==> src/cic_decim_pkg.sv <==
package cic_decim_pkg;

    localparam int SAMPLE_W = 16;                   // Audio sample width.
    localparam int ACC_W    = 20;                   // 16 + N*log2(R*M) for N=2, R=4, M=1.

    typedef logic signed [SAMPLE_W-1:0] sample_t;   // One audio sample.
    typedef logic signed [ACC_W-1:0]    acc_t;      // Full-precision filter word.

    // Live settings seen by the datapath.
    typedef struct packed {
        logic [7:0] div;                            // Input enable period minus one.
        logic [2:0] shift;                          // Right shift on the accumulator.
        logic       bypass;                         // Skip the filter.
    } cic_cfg_t;

    // Register write port, one word.
    typedef struct packed {
        logic       we;                             // Write strobe, one cycle.
        logic [1:0] addr;                           // Register address.
        logic [7:0] data;                           // Write data.
    } cfg_wr_t;

    localparam logic [1:0] REG_DIV   = 2'd0;        // Input rate divider.
    localparam logic [1:0] REG_SHIFT = 2'd1;        // Output shift, bits 2:0.
    localparam logic [1:0] REG_CTRL  = 2'd2;        // Bit 0 is bypass.

    // Unity DC gain for the default filter: gain 16, shift 4.
    localparam cic_cfg_t CFG_RESET = '{
        div:    8'd3,
        shift:  3'd4,
        bypass: 1'b0
    };

endpackage

==> src/cic_cen_gen.sv <==
`timescale 1ns/10ps

module cic_cen_gen #(
    parameter int RATE = 4
) (
    input  logic       clk,
    input  logic       rst,
    input  logic [7:0] div,
    input  logic       div_load,
    output logic       cen_in,
    output logic       cen_out
);

    localparam int RW = (RATE > 1) ? $clog2(RATE) : 1;     // Phase counter width.
    localparam logic [RW-1:0] RLAST = RW'(RATE - 1);       // Last input phase.

    logic [7:0]    cnt;                             // Cycles left to the next input sample.
    logic [RW-1:0] phase;                           // Input samples in this output period.
    logic          tick;                            // Divider wraps this cycle.

    assign tick = (cnt == 8'd0);

    always_ff @(posedge clk) begin
        if (rst) begin
            cnt     <= div;                         // First pulse div+1 cycles after reset.
            phase   <= '0;
            cen_in  <= 1'b0;
            cen_out <= 1'b0;
        end else if (div_load) begin
            cnt     <= div;                         // New period starts from a full count.
            cen_in  <= 1'b0;
            cen_out <= 1'b0;
        end else begin
            cen_in  <= tick;
            cen_out <= tick && (phase == RLAST);    // Rides on the wrapping input pulse.
            if (tick) begin
                cnt <= div;
                if (phase == RLAST) begin
                    phase <= '0;
                end else begin
                    phase <= phase + 1'b1;
                end
            end else begin
                cnt <= cnt - 8'd1;
            end
        end
    end

endmodule

==> src/cic_cfg_regs.sv <==
`timescale 1ns/10ps

module cic_cfg_regs
    import cic_decim_pkg::*;
(
    input  logic     clk,
    input  logic     rst,
    input  cfg_wr_t  cfg_wr,
    output cic_cfg_t cfg,
    output logic     div_load
);

    logic div_hit;                                  // Write to the divider register.

    assign div_hit = cfg_wr.we && (cfg_wr.addr == REG_DIV);

    always_ff @(posedge clk) begin
        if (rst) begin
            cfg      <= CFG_RESET;                  // Defaults give unity gain.
            div_load <= 1'b0;
        end else begin
            div_load <= div_hit;                    // Restart the divider next cycle.
            if (cfg_wr.we) begin
                case (cfg_wr.addr)
                    REG_DIV: begin
                        cfg.div <= cfg_wr.data;     // Full byte.
                    end
                    REG_SHIFT: begin
                        cfg.shift <= cfg_wr.data[2:0]; // Upper bits dropped.
                    end
                    REG_CTRL: begin
                        cfg.bypass <= cfg_wr.data[0];
                    end
                    default: begin
                        // Address 3 has no register behind it.
                    end
                endcase
            end
        end
    end

endmodule

==> src/cic_comb.sv <==
`timescale 1ns/10ps

module cic_comb
    import cic_decim_pkg::*;
#(
    parameter int DELAY = 1
) (
    input  logic clk,
    input  logic rst,
    input  logic cen,
    input  acc_t comb_in,
    output acc_t comb_out
);

    acc_t hist [DELAY];                             // Past inputs, oldest at the end.

    always_ff @(posedge clk) begin
        if (rst) begin
            for (int i = 0; i < DELAY; i++) begin
                hist[i] <= '0;
            end
            comb_out <= '0;
        end else if (cen) begin
            hist[0] <= comb_in;
            for (int i = 1; i < DELAY; i++) begin
                hist[i] <= hist[i-1];               // Shift toward the oldest slot.
            end
            comb_out <= comb_in - hist[DELAY-1];    // Wraps like the integrators.
        end
    end

endmodule

==> src/cic_decim.sv <==
`timescale 1ns/10ps

module cic_decim
    import cic_decim_pkg::*;
#(
    parameter int RATE   = 4,
    parameter int STAGES = 2,
    parameter int DELAY  = 1
) (
    input  logic    clk,
    input  logic    rst,
    input  logic    cen_in,
    input  logic    cen_out,
    input  sample_t snd_in,
    output acc_t    acc
);

    localparam int GROWTH = STAGES * $clog2(RATE * DELAY); // Bit growth of the filter.

    acc_t in_ext;                                   // Input at accumulator width.
    acc_t integ [STAGES];                           // Integrator chain.
    acc_t dec_q;                                    // Decimation latch.
    acc_t comb_q [STAGES];                          // Comb chain outputs.

    if ($bits(acc_t) < SAMPLE_W + GROWTH) begin : g_width_chk
        $error("acc_t is too narrow for RATE, STAGES and DELAY");
    end

    assign in_ext = acc_t'(snd_in);                 // Signed cast, sign-extends.

    // Integrators run at the input rate.
    always_ff @(posedge clk) begin
        if (rst) begin
            for (int k = 0; k < STAGES; k++) begin
                integ[k] <= '0;
            end
        end else if (cen_in) begin
            integ[0] <= integ[0] + in_ext;          // Overflow wraps, combs undo it.
            for (int k = 1; k < STAGES; k++) begin
                integ[k] <= integ[k] + integ[k-1];
            end
        end
    end

    always_ff @(posedge clk) begin
        if (rst) begin
            dec_q <= '0;
        end else if (cen_out) begin
            dec_q <= integ[STAGES-1];               // Keep one of every RATE values.
        end
    end

    for (genvar k = 0; k < STAGES; k++) begin : g_comb
        if (k == 0) begin : g_first
            cic_comb #(
                .DELAY    (DELAY)
            ) cic_comb_i (
                .clk      (clk),
                .rst      (rst),
                .cen      (cen_out),
                .comb_in  (dec_q),
                .comb_out (comb_q[k])
            );
        end else begin : g_next
            cic_comb #(
                .DELAY    (DELAY)
            ) cic_comb_i (
                .clk      (clk),
                .rst      (rst),
                .cen      (cen_out),
                .comb_in  (comb_q[k-1]),
                .comb_out (comb_q[k])
            );
        end
    end

    assign acc = comb_q[STAGES-1];                  // Full precision, gain (RATE*DELAY)**STAGES.

endmodule

==> src/cic_decim_top.sv <==
`timescale 1ns/10ps

module cic_decim_top
    import cic_decim_pkg::*;
#(
    parameter int RATE   = 4,
    parameter int STAGES = 2,
    parameter int DELAY  = 1
) (
    input  logic    clk,
    input  logic    rst,
    input  cfg_wr_t cfg_wr,
    input  sample_t snd_in,
    output logic    in_strobe,
    output sample_t snd_out,
    output logic    snd_valid
);

    cic_cfg_t cfg;                                  // Live settings.
    logic     div_load;                             // Divider restart.
    logic     cen_in;                               // Input sample enable.
    logic     cen_out;                              // Output sample enable.
    acc_t     acc;                                  // Filter output.

    assign in_strobe = cen_in;                      // Source presents the next sample.

    cic_cfg_regs cic_cfg_regs_i (
        .clk      (clk),
        .rst      (rst),
        .cfg_wr   (cfg_wr),
        .cfg      (cfg),
        .div_load (div_load)
    );

    cic_cen_gen #(
        .RATE     (RATE)
    ) cic_cen_gen_i (
        .clk      (clk),
        .rst      (rst),
        .div      (cfg.div),
        .div_load (div_load),
        .cen_in   (cen_in),
        .cen_out  (cen_out)
    );

    cic_decim #(
        .RATE     (RATE),
        .STAGES   (STAGES),
        .DELAY    (DELAY)
    ) cic_decim_i (
        .clk      (clk),
        .rst      (rst),
        .cen_in   (cen_in),
        .cen_out  (cen_out),
        .snd_in   (snd_in),
        .acc      (acc)
    );

    cic_out_scale cic_out_scale_i (
        .clk       (clk),
        .rst       (rst),
        .cen_out   (cen_out),
        .cfg       (cfg),
        .snd_in    (snd_in),
        .acc       (acc),
        .snd_out   (snd_out),
        .snd_valid (snd_valid)
    );

endmodule

==> src/cic_out_scale.sv <==
`timescale 1ns/10ps

module cic_out_scale
    import cic_decim_pkg::*;
(
    input  logic     clk,
    input  logic     rst,
    input  logic     cen_out,
    input  cic_cfg_t cfg,
    input  sample_t  snd_in,
    input  acc_t     acc,
    output sample_t  snd_out,
    output logic     snd_valid
);

    localparam acc_t SAT_HI = acc_t'(32767);        // Largest sample.
    localparam acc_t SAT_LO = acc_t'(-32768);       // Smallest sample.

    acc_t    shifted;                               // Accumulator after the shift.
    sample_t sat_val;                               // Clamped to sample range.

    assign shifted = acc >>> cfg.shift;             // Arithmetic, keeps the sign.

    always_comb begin
        if (shifted > SAT_HI) begin
            sat_val = sample_t'(SAT_HI);
        end else if (shifted < SAT_LO) begin
            sat_val = sample_t'(SAT_LO);
        end else begin
            sat_val = sample_t'(shifted);           // Fits, drop the top bits.
        end
    end

    always_ff @(posedge clk) begin
        if (rst) begin
            snd_out   <= '0;
            snd_valid <= 1'b0;
        end else begin
            snd_valid <= cen_out;                   // One cycle after the output enable.
            if (cen_out) begin
                snd_out <= cfg.bypass ? snd_in : sat_val;  // Bypass resamples the raw input.
            end
        end
    end

endmodule
==> config.mk <==
export PLATFORM = sky130hd
export DESIGN_NAME = cic_decim_top
export DESIGN_NICKNAME = d
export VERILOG_FILES = /design/src/cic_decim_pkg.sv /design/src/cic_cen_gen.sv /design/src/cic_cfg_regs.sv /design/src/cic_comb.sv /design/src/cic_decim.sv /design/src/cic_decim_top.sv /design/src/cic_out_scale.sv
export SDC_FILE = /design/constraint.sdc
export NUM_CORES = 1
export LEC_CHECK = 0
export ABC_CLOCK_PERIOD_IN_PS = 3000
export CAP_MARGIN = 10
export CORE_MARGIN = 10
export CORE_UTILIZATION = 50
export DETAILED_ROUTE_END_ITERATION = 16
export DONT_BUFFER_PORTS = 1
export PLACE_DENSITY = 0.7
export SLEW_MARGIN = 20
export SYNTH_ARGS = -nofsm -noshare
export SYNTH_HDL_FRONTEND = slang
export SYNTH_SLANG_ARGS = --single-unit
==> constraint.sdc <==
create_clock -name clk -period 3 [get_ports clk]
set_input_delay 0.9 -clock clk [delete_from_list [all_inputs] [get_ports clk]]
set_output_delay 0.9 -clock clk [all_outputs]
set_load 0.01 [all_outputs]
==> results.sh, run 1 <==
export IMPL_die_w_um=167
export IMPL_fin_crit_ns=2.68
export IMPL_skew_ns=0.0176
export IMPL_synth_cell_type_count=60
export IMPL_postCtsSetupBuffers=0
export IMPL_peakVddDrop_mv=0.395
export IMPL_fin_tns_setup_ns=0
export IMPL_die_area_um2=28100
export IMPL_final_cell_mix="nor2_1 (120), dfxtp_1 (101), edfxtp_1 (80)"
export IMPL_post_dp_cell_area_um2=11200
export IMPL_setup_viol=0
export IMPL_place_gp_congestion=0.887
export IMPL_synthArstFlopShare_pct=0
export IMPL_synth_top_area_cell="edfxtp_1"
export IMPL_drt_iter0_markers=612
export IMPL_ys_ff_latch=182
export IMPL_dp_hpwl_um=18500
export IMPL_vias=8168
export IMPL_drive_gt1_share_pct=6.91
export IMPL_viasPerCell=5.76
export IMPL_drc=0
export IMPL_num_nets_final=1242
export IMPL_synth_top_cells_by_area="edfxtp_1 (22%), dfxtp_1 (19%), ha_1 (9.1%)"
export IMPL_hold_ws_ns=0.464
export IMPL_required_ns=3.20
export IMPL_io_pins=47
export IMPL_cts_root_buf="clkbuf_16"
export IMPL_detail_route_antenna_nets=0
export IMPL_cap_violations=0
export IMPL_rsz0062_at_grt="false"
export IMPL_hold_class="register to register"
export IMPL_path_class="register to register"
export IMPL_finalCritPeriodShare_pct=89.5
export IMPL_startpoint_type="register"
export IMPL_fp_dieH_um=167
export IMPL_cp_max_fo=5
export IMPL_drt_pass1_iter_count=7
export IMPL_cts_repair_resized=0
export IMPL_status="finished, final reports clean"
export IMPL_port_buffers=0
export IMPL_initial_core_util_pct=51.3
export IMPL_yosys_warnings=0
export IMPL_fmax_mhz=373
export IMPL_wire_per_inst_um=17.3
export IMPL_diodes=0
export IMPL_cts_htree_levels=4
export IMPL_final_util_pct=55.6
export IMPL_dp_cells=1386
export IMPL_synth_top_area_share_pct=22.1
export IMPL_coreArea_um2=21200
export IMPL_grt_max_degree=75
export IMPL_p_leak_nw=4.70
export IMPL_routed_wl_um=24600
export IMPL_powerDensity_nw_per_um2=491
export IMPL_finalHoldViolCount=0
export IMPL_cp_end_kind="register"
export IMPL_rows=53
export IMPL_cts_sinks=182
export IMPL_area_growth_pct=8.42
export IMPL_final_cell_count_no_fill=1418
export IMPL_synth_edff_count=80
export IMPL_worst_pin_slew_ns=0.772
export IMPL_ctsLongestPathBuffers=2
export IMPL_clk_pin_slew_ns=0.08
export IMPL_antenna_found_initial=0
export IMPL_cts_buffers_inserted=17
export IMPL_yosys_most_used_dff="dfxtp_1"
export IMPL_seq_area_frac_synth_pct=40.9
export IMPL_insertion_delay_ns=0.45
export IMPL_cts_hold_buf=0
export IMPL_grt_overflow=0
export IMPL_avgSynthCellArea_um2=9.57
export IMPL_cts_tree="built"
export IMPL_syn_nets=1248
export IMPL_worst_ep_arrival_time_ns=2.88
export IMPL_grt_pass1_wl_um=40600
export IMPL_grt_use_total_pct=17.5
export IMPL_relSlewSlack_pct=48.6
export IMPL_fin_area_um2=11800
export IMPL_maxSlewViolCount=0
export IMPL_layout_commonest_cell="nor2_1"
export IMPL_synthesis_area_um2=10900
export IMPL_grt_pass1_vias=7678
export IMPL_syn_instance_count=1136
## worst paths after layout
kind,start,endpoint,slack (ns),cells after the start
worst min register to register,cic_cfg_regs_i.cfg[4]$_SDFFE_PP1P_,cic_cen_gen_i.cnt[0]$_DFF_P_,0.46,2
worst min-delay path,cic_cfg_regs_i.cfg[4]$_SDFFE_PP1P_,cic_cen_gen_i.cnt[0]$_DFF_P_,0.46,2
worst max-delay path,cic_decim_i.integ[0][0]$_SDFFCE_PN0P_,cic_decim_i.integ[0][36]$_SDFFCE_PN0P_,0.32,9
worst max register to register,cic_decim_i.integ[0][0]$_SDFFCE_PN0P_,cic_decim_i.integ[0][36]$_SDFFCE_PN0P_,0.32,9
## cell families after synthesis
kind of cell | after synthesis | share of synthesized area, %
and+or+nand+nor | 353 | 15.8
muxes | 67 | 7.12
adders and majority gates | 83 | 9.82
AOI/OAI and AO/OA | 295 | 18.4
DFF | 182 | 40.9
buffers and inverters | 103 | 3.73
xor gates and xnor gates | 53 | 4.27
## metrics by stage
step | total power [mW] | setup WS, ns
2_1_floorplan | 3.46 | 0.0133
3_3_place_gp | 3.61 | -0.0275
3_5_place_dp | 3.63 | -0.0615
4_1_cts | 5.83 | 0.319
5_1_grt | 6.05 | 0.151
6_report | 5.79 | 0.316
## cell usage after synthesis, types with 8 or more instances
cell type,n
nor2_1,120
dfxtp_1,102
edfxtp_1,80
ha_1,79
a21oi_1,69
o21ai_0,69
nand2_1,61
inv_1,57
mux2i_1,56
and2_1,50
xnor2_1,31
a21o_1,27
clkbuf_1,26
nand2b_1,25
nor3_1,24
xor2_1,22
o21a_1,18
a211oi_1,17
nand3_1,17
nor2b_1,17
a32o_1,16
o21bai_1,11
buf_2,9
a31oi_1,8
buf_1,8
mux4_2,8
## worst max-delay path, stage by stage (launching register included)
cell      delay, ns
edfxtp_1       0.42
ha_1           0.27
fa_1           0.46
a21o_2         0.25
a41oi_2        0.26
a31oi_4        0.15
a31oi_4        0.26
o21ai_0        0.16
mux2i_1        0.16
nand2_1        0.06
## power by group
| group | total [mW] | internal, mW | switching [mW] |
|---|---|---|---|
| registers | 2.78 | 2.69 | 0.0873 |
| clock network | 2.21 | 1.11 | 1.09 |
| logic | 0.801 | 0.340 | 0.461 |
| total | 5.79 | 4.15 | 1.64 |
## cell type report
| class | count | area [um^2] |
|---|---|---|
| flip-flops and latches | 182 | 4450 |
| multi-input cells | 851 | 6030 |
| fillers | 1896 | 9430 |
| clock inverters | 15 | 158 |
| clock buffers | 17 | 425 |
| well taps | 275 | 344 |
| inverters | 58 | 218 |
| repair buffers | 20 | 175 |
## registers in the layout, indices dropped and copies added (netlist names)
signal / cells
cic_decim_i.g_comb.g_first.cic_comb_i.hist: 20
cic_decim_i.integ: 40
cic_decim_i.dec_q: 20
cic_out_scale_i.snd_valid: 1
cic_cen_gen_i.cen_out: 1
cic_cen_gen_i.phase: 2
cic_cfg_regs_i.cfg: 12
cic_cen_gen_i.cnt: 8
cic_decim_i.g_comb.g_next.cic_comb_i.hist: 20
cic_cfg_regs_i.div_load: 1
cic_cen_gen_i.cen_in: 1
cic_decim_i.g_comb.g_next.cic_comb_i.comb_out: 20
cic_out_scale_i.snd_out: 16
cic_decim_i.g_comb.g_first.cic_comb_i.comb_out: 20
## per-layer routing
| layer | vias to the layer above | global-route usage, % | wire length [um] |
|---|---|---|---|
| li1 | 4100 | - | - |
| met1 | 3898 | 23.6 | 11500 |
| met2 | 144 | 28.4 | 11700 |
| met3 | 26 | 3.00 | 1010 |
| met4 | 0 | 4.35 | 324 |
| met5 | - | 0 | 0 |
Note: power is estimated with default switching activity, not from simulation.
==> run 2: changes to the inputs <==
==> constraint.sdc (replaced) <==
create_clock -name clk -period 3 [get_ports clk]
set_input_delay 0.9 -clock clk [delete_from_list [all_inputs] [get_ports clk]]
set_output_delay 0.9 -clock clk [all_outputs]
set_load 0.05 [all_outputs]
==> run 2 against run 1 <==
Against the previous run: design area about the same; hold slack got worse by 0.00079 ns; worst setup slack got worse by 0.011 ns; die area unchanged; core utilization is 0.053 points higher; clock power about the same; critical path depth did not move; register-to-register slack hardly changed; sequential power hardly changed; critical path type unchanged; critical endpoint unchanged.
==> results.sh, run 2 (same netlist as run 1, synthesis figures left out) <==
export IMPL_status="finished, final reports clean"
export IMPL_cts_htree_levels=4
export IMPL_final_cell_mix="nor2_1 (120), dfxtp_1 (101), edfxtp_1 (80)"
export IMPL_num_nets_final=1244
export IMPL_finalHoldViolCount=0
export IMPL_maxSlewViolCount=0
export IMPL_coreArea_um2=21200
export IMPL_setup_slack_ns=0.305
export IMPL_crit_top_cell="a31oi_4"
export IMPL_cp_max_fo=5
export IMPL_die_area_um2=28100
export IMPL_cts_sinks=182
export IMPL_dp_cells=1388
export IMPL_p_leak_nw=4.71
export IMPL_required_ns=3.20
export IMPL_initial_core_util_pct=51.3
export IMPL_cap_violations=0
export IMPL_grt_pass1_vias=7657
export IMPL_path_class="register to register"
export IMPL_postCtsSetupBuffers=0
export IMPL_die_w_um=167
export IMPL_powerDensity_nw_per_um2=493
export IMPL_largest_reg_flops=40
export IMPL_grt_max_degree=75
export IMPL_drt_pass1_iter_count=5
export IMPL_hold_class="register to register"
export IMPL_skew_ns=0.0173
export IMPL_drc=0
export IMPL_cp_end_kind="register"
export IMPL_fmax_mhz=371
export IMPL_place_gp_congestion=0.897
export IMPL_cts_repair_resized=0
export IMPL_ctsLongestPathBuffers=2
export IMPL_cp_slowest_cell="fa_1"
export IMPL_dp_hpwl_um=18600
export IMPL_relSlewSlack_pct=46.1
export IMPL_cts_buffers_inserted=17
export IMPL_vias=8261
export IMPL_final_util_pct=55.6
export IMPL_pre_cts_slack_ns=-0.0715
export IMPL_grt_use_total_pct=17.4
export IMPL_viasPerCell=5.82
export IMPL_drt_iter0_markers=559
export IMPL_grt_overflow=0
export IMPL_cp_num_buf_inv=0
export IMPL_rsz0062_at_grt="false"
export IMPL_peakVddDrop_mv=0.341
export IMPL_finalCritPeriodShare_pct=89.8
export IMPL_setup_viol=0
export IMPL_cts_tree="built"
export IMPL_cp_cell_sequence="ha_1 -> fa_1 -> a21o_2 -> a41oi_2 -> a31oi_4 -> a31oi_4 -> o21ai_0 -> mux2i_1 -> nand2_1"
export IMPL_final_cell_count_no_fill=1420
export IMPL_insertion_delay_ns=0.45
export IMPL_fin_crit_ns=2.69
export IMPL_clk_pin_slew_ns=0.08
export IMPL_crit_family="compound AO/OA/AOI/OAI gates"
export IMPL_area_growth_pct=8.52
export IMPL_detail_route_antenna_nets=0
export IMPL_wire_per_inst_um=17.4
export IMPL_cts_root_buf="clkbuf_16"
export IMPL_rows=53
export IMPL_regMostFlops="cic_decim_i.integ"
export IMPL_slowest_delay_ns=0.47
export IMPL_worst_pin_slew_ns=0.809
export IMPL_layout_commonest_cell="nor2_1"
export IMPL_cts_hold_buf=0
export IMPL_diodes=0
export IMPL_fp_dieH_um=167
export IMPL_drive_gt1_share_pct=7.07
export IMPL_io_pins=47
export IMPL_port_buffers=0
export IMPL_worst_ep_arrival_time_ns=2.89
export IMPL_grt_pass1_wl_um=40300
export IMPL_antenna_found_initial=0
export IMPL_routed_wl_um=24700
export IMPL_startpoint_type="register"
[run 2: cell count changes in the layout (fill, tap and decap cells not counted), sizes merged]
cell | previous run | this run
buf | 20 | 22
clkinv | 6 | 4
clkbuf | 17 | 18
inv | 66 | 67
[run 2: path summary, 6_finish.rpt]
kind                                              start                                endpoint  slack [ns]  cells after the start
setup / recovery  cic_decim_i.integ[0][0]$_SDFFCE_PN0P_  cic_decim_i.integ[0][36]$_SDFFCE_PN0P_        0.31                      9
hold / removal       cic_cfg_regs_i.cfg[5]$_SDFFE_PP1P_            cic_cen_gen_i.cnt[1]$_DFF_P_        0.46                      2
setup reg to reg  cic_decim_i.integ[0][0]$_SDFFCE_PN0P_  cic_decim_i.integ[0][36]$_SDFFCE_PN0P_        0.31                      9
hold reg to reg      cic_cfg_regs_i.cfg[5]$_SDFFE_PP1P_            cic_cen_gen_i.cnt[1]$_DFF_P_        0.46                      2
[run 2: metal layers]
layer | vias to the layer above | part of all wire [%] | GRT usage [%]
li1 | 4113 | - | -
met1 | 3937 | 47 | 23.6
met3 | 33 | 4.1 | 3.32
met4 | 0 | 1.5 | 4.43
met2 | 178 | 47 | 27.9
met5 | - | 0 | 0
[run 2: through the flow]
stage	setup TNS, ns	hold slack [ns]	power [mW]	instance area (um^2)
global route	0	0.494	6.05	11800
global placement	-0.0560	0.437	3.62	11200
CTS	0	0.463	5.83	11800
detailed placement	-0.186	0.440	3.63	11200
floorplan	0	0.417	3.46	10900
finish	0	0.463	5.82	11800
[run 2: layout make-up]
cell class	count	area, um^2
clock inverter	14	129
multi-input combinational	851	6030
inverter	58	218
tap	275	344
timing repair buffer	22	190
clock buffer	18	450
fill	1914	9420
sequential	182	4450
[run 2: tightest hold or removal path: cells and delay by family (launching register included)]
kind | cells | cell delay [ns]
and+or+nand+nor | 1 | 0.05
DFF | 1 | 0.33
AOI/OAI and AO/OA | 1 | 0.05
[run 2: power breakdown]
group / leakage, nW / internal (mW) / switching (mW)
clock network: 0.287 / 1.15 / 1.08
logic: 2.77 / 0.342 / 0.462
registers: 1.65 / 2.69 / 0.0870
total: 4.71 / 4.19 / 1.63
==> run 3: changes to the inputs <==
--- a/config.mk
+++ b/config.mk
@@ -11,6 +11,7 @@
 export CORE_UTILIZATION = 50
 export DETAILED_ROUTE_END_ITERATION = 16
 export DONT_BUFFER_PORTS = 1
+export MAX_ROUTING_LAYER = met4
 export PLACE_DENSITY = 0.7
 export SLEW_MARGIN = 20
 export SYNTH_ARGS = -nofsm -noshare
==> run 3 against run 2 <==
Against the previous run: global-route usage grew 0.79 points; non-clock buffer count increased by 1; routed wire length down 0.80%; sequential power about the same; total power increased by 0.41%; via count fell by 1.9%; die area unchanged; fmax fell by 0.39%; first-iteration DRC count up 6.8%; sequential share of layout area down 0.056 points; critical path depth is the same; critical endpoint unchanged; largest cell class unchanged.
==> results.sh, run 3 (same netlist as run 1, synthesis figures left out) <==
export IMPL_status="finished, final reports clean"
export IMPL_area_growth_pct=8.68
export IMPL_reg2reg_from="cic_decim_i.integ[0][0]$_SDFFCE_PN0P_"
export IMPL_coreArea_um2=21200
export IMPL_die_w_um=167
export IMPL_worst_pin_slew_ns=0.820
export IMPL_r2r_cells=9
export IMPL_rsz0062_at_grt="false"
export IMPL_cp_max_fo=5
export IMPL_grt_use_total_pct=18.2
export IMPL_total_power_mw=5.84
export IMPL_fp_dieH_um=167
export IMPL_num_nets_final=1245
export IMPL_peakVddDrop_mv=0.413
export IMPL_final_cell_mix="nor2_1 (120), dfxtp_1 (101), edfxtp_1 (80)"
export IMPL_postCtsSetupBuffers=0
export IMPL_slowest_delay_ns=0.46
export IMPL_regMostFlops="cic_decim_i.integ"
export IMPL_cap_violations=0
export IMPL_initial_core_util_pct=51.3
export IMPL_fin_area_um2=11800
export IMPL_finalCritPeriodShare_pct=90.2
export IMPL_cp_depth=9
export IMPL_clk_pin_slew_ns=0.08
export IMPL_cts_root_buf="clkbuf_16"
export IMPL_io_pins=47
export IMPL_cts_repair_resized=0
export IMPL_fin_tns_setup_ns=0
export IMPL_hold_start="cic_cfg_regs_i.cfg[4]$_SDFFE_PP1P_"
export IMPL_dp_cells=1389
export IMPL_place_gp_congestion=0.916
export IMPL_fillCellCount=1894
export IMPL_cts_tree="built"
export IMPL_post_dp_cell_area_um2=11200
export IMPL_cts_htree_levels=4
export IMPL_r2r_end="cic_decim_i.integ[0][36]$_SDFFCE_PN0P_"
export IMPL_drive_gt1_share_pct=7.16
export IMPL_min_to="cic_cen_gen_i.cnt[0]$_DFF_P_"
export IMPL_required_ns=3.19
export IMPL_maxSlewViolCount=0
export IMPL_routed_wl_um=24500
export IMPL_detail_route_antenna_nets=0
export IMPL_setup_viol=0
export IMPL_port_buffers=0
export IMPL_grt_overflow=0
export IMPL_final_util_pct=55.7
export IMPL_drt_pass1_iter_count=5
export IMPL_setup_slack_ns=0.294
export IMPL_cp_cell_sequence="ha_1 -> fa_1 -> a21o_2 -> a41oi_2 -> a31oi_4 -> a31oi_4 -> o21ai_0 -> mux2i_1 -> nand2_1"
export IMPL_finalHoldViolCount=0
export IMPL_cp_end_kind="register"
export IMPL_cts_hold_buf=0
export IMPL_grt_max_degree=75
export IMPL_largest_reg_flops=40
export IMPL_skew_ns=0.0106
export IMPL_relSlewSlack_pct=45.3
export IMPL_die_area_um2=28100
export IMPL_final_cell_count_no_fill=1421
export IMPL_viasPerCell=5.70
export IMPL_dp_hpwl_um=18400
export IMPL_grt_pass1_wl_um=40900
export IMPL_fin_crit_ns=2.71
export IMPL_crit_top_cell="a31oi_4"
export IMPL_cts_buffers_inserted=17
export IMPL_crit_family="compound AO/OA/AOI/OAI gates"
export IMPL_hold_path_cell_count=2
export IMPL_drt_iter0_markers=597
export IMPL_diodes=0
export IMPL_fmax_mhz=370
export IMPL_powerDensity_nw_per_um2=494
export IMPL_cp_num_buf_inv=0
export IMPL_worst_ep_arrival_time_ns=2.90
export IMPL_drc=0
export IMPL_r2r_slack_ns=0.29
export IMPL_hold_class="register to register"
export IMPL_pre_cts_slack_ns=-0.121
export IMPL_rows=53
export IMPL_grt_pass1_vias=7821
export IMPL_cts_sinks=182
export IMPL_startpoint_type="register"
export IMPL_layout_commonest_cell="nor2_1"
export IMPL_vias=8102
export IMPL_path_class="register to register"
export IMPL_insertion_delay_ns=0.44
export IMPL_wire_per_inst_um=17.3
export IMPL_ctsLongestPathBuffers=2
export IMPL_p_leak_nw=4.72
export IMPL_cp_slowest_cell="fa_1"
export IMPL_antenna_found_initial=0
export IMPL_hold_ws_ns=0.454
[run 3: changes by cell type in the layout (fill, tap and decap cells not counted)]
cell	before	now
buf_12	2	1
buf_4	20	22
clkbuf_16	18	17
clkinv_4	2	0
clkinv_8	1	4
clkinvlp_4	1	0
inv_12	0	1
inv_4	3	0
inv_6	4	7
[run 3: routing by layer]
metal,global-route usage [%],vias up,part of all wire [%]
met3,3.49,43,3.8
met5,-,-,0
li1,-,4122,-
met4,6.47,0,2.6
met2,28.7,118,47
met1,22.8,3819,46
[run 3: worst max-delay path by stage]
stage	startpoint	to	slack (ns)
final	cic_decim_i.integ[0][0]$_SDFFCE_PN0P_	cic_decim_i.integ[0][36]$_SDFFCE_PN0P_	0.29
after global routing	cic_decim_i.integ[0][0]$_SDFFCE_PN0P_	cic_decim_i.integ[0][34]$_SDFFCE_PN0P_	0.09
after CTS	cic_decim_i.integ[0][0]$_SDFFCE_PN0P_	cic_decim_i.integ[0][36]$_SDFFCE_PN0P_	0.27
after detailed placement	snd_in[0]	cic_decim_i.integ[0][16]$_SDFFCE_PN0P_	-0.12
after global placement	snd_in[0]	cic_decim_i.integ[0][16]$_SDFFCE_PN0P_	-0.04
after floorplan	snd_in[0]	cic_decim_i.integ[0][16]$_SDFFCE_PN0P_	0.01
[run 3: cell type report]
type	instances	area [um^2]	share of cell area, %
multi-input cells	851	6030	51.0
clock inverters	15	176	1.49
well taps	275	344	2.91
clock buffers	17	425	3.60
flip-flops and latches	182	4450	37.6
repair buffers	23	185	1.57
inverters	58	218	1.84
[run 3: tightest hold or removal path: cells and delay by family, from the launching register on]
kind	cells	cell delay, ns
AOI/OAI and AO/OA	1	0.05
and+or+nand+nor	1	0.04
DFF	1	0.33
[run 3: power by group]
group | total [mW] | internal [mW] | switching (mW)
sequential | 2.79 | 2.69 | 0.0925
clock | 2.26 | 1.14 | 1.12
combinational | 0.800 | 0.343 | 0.457
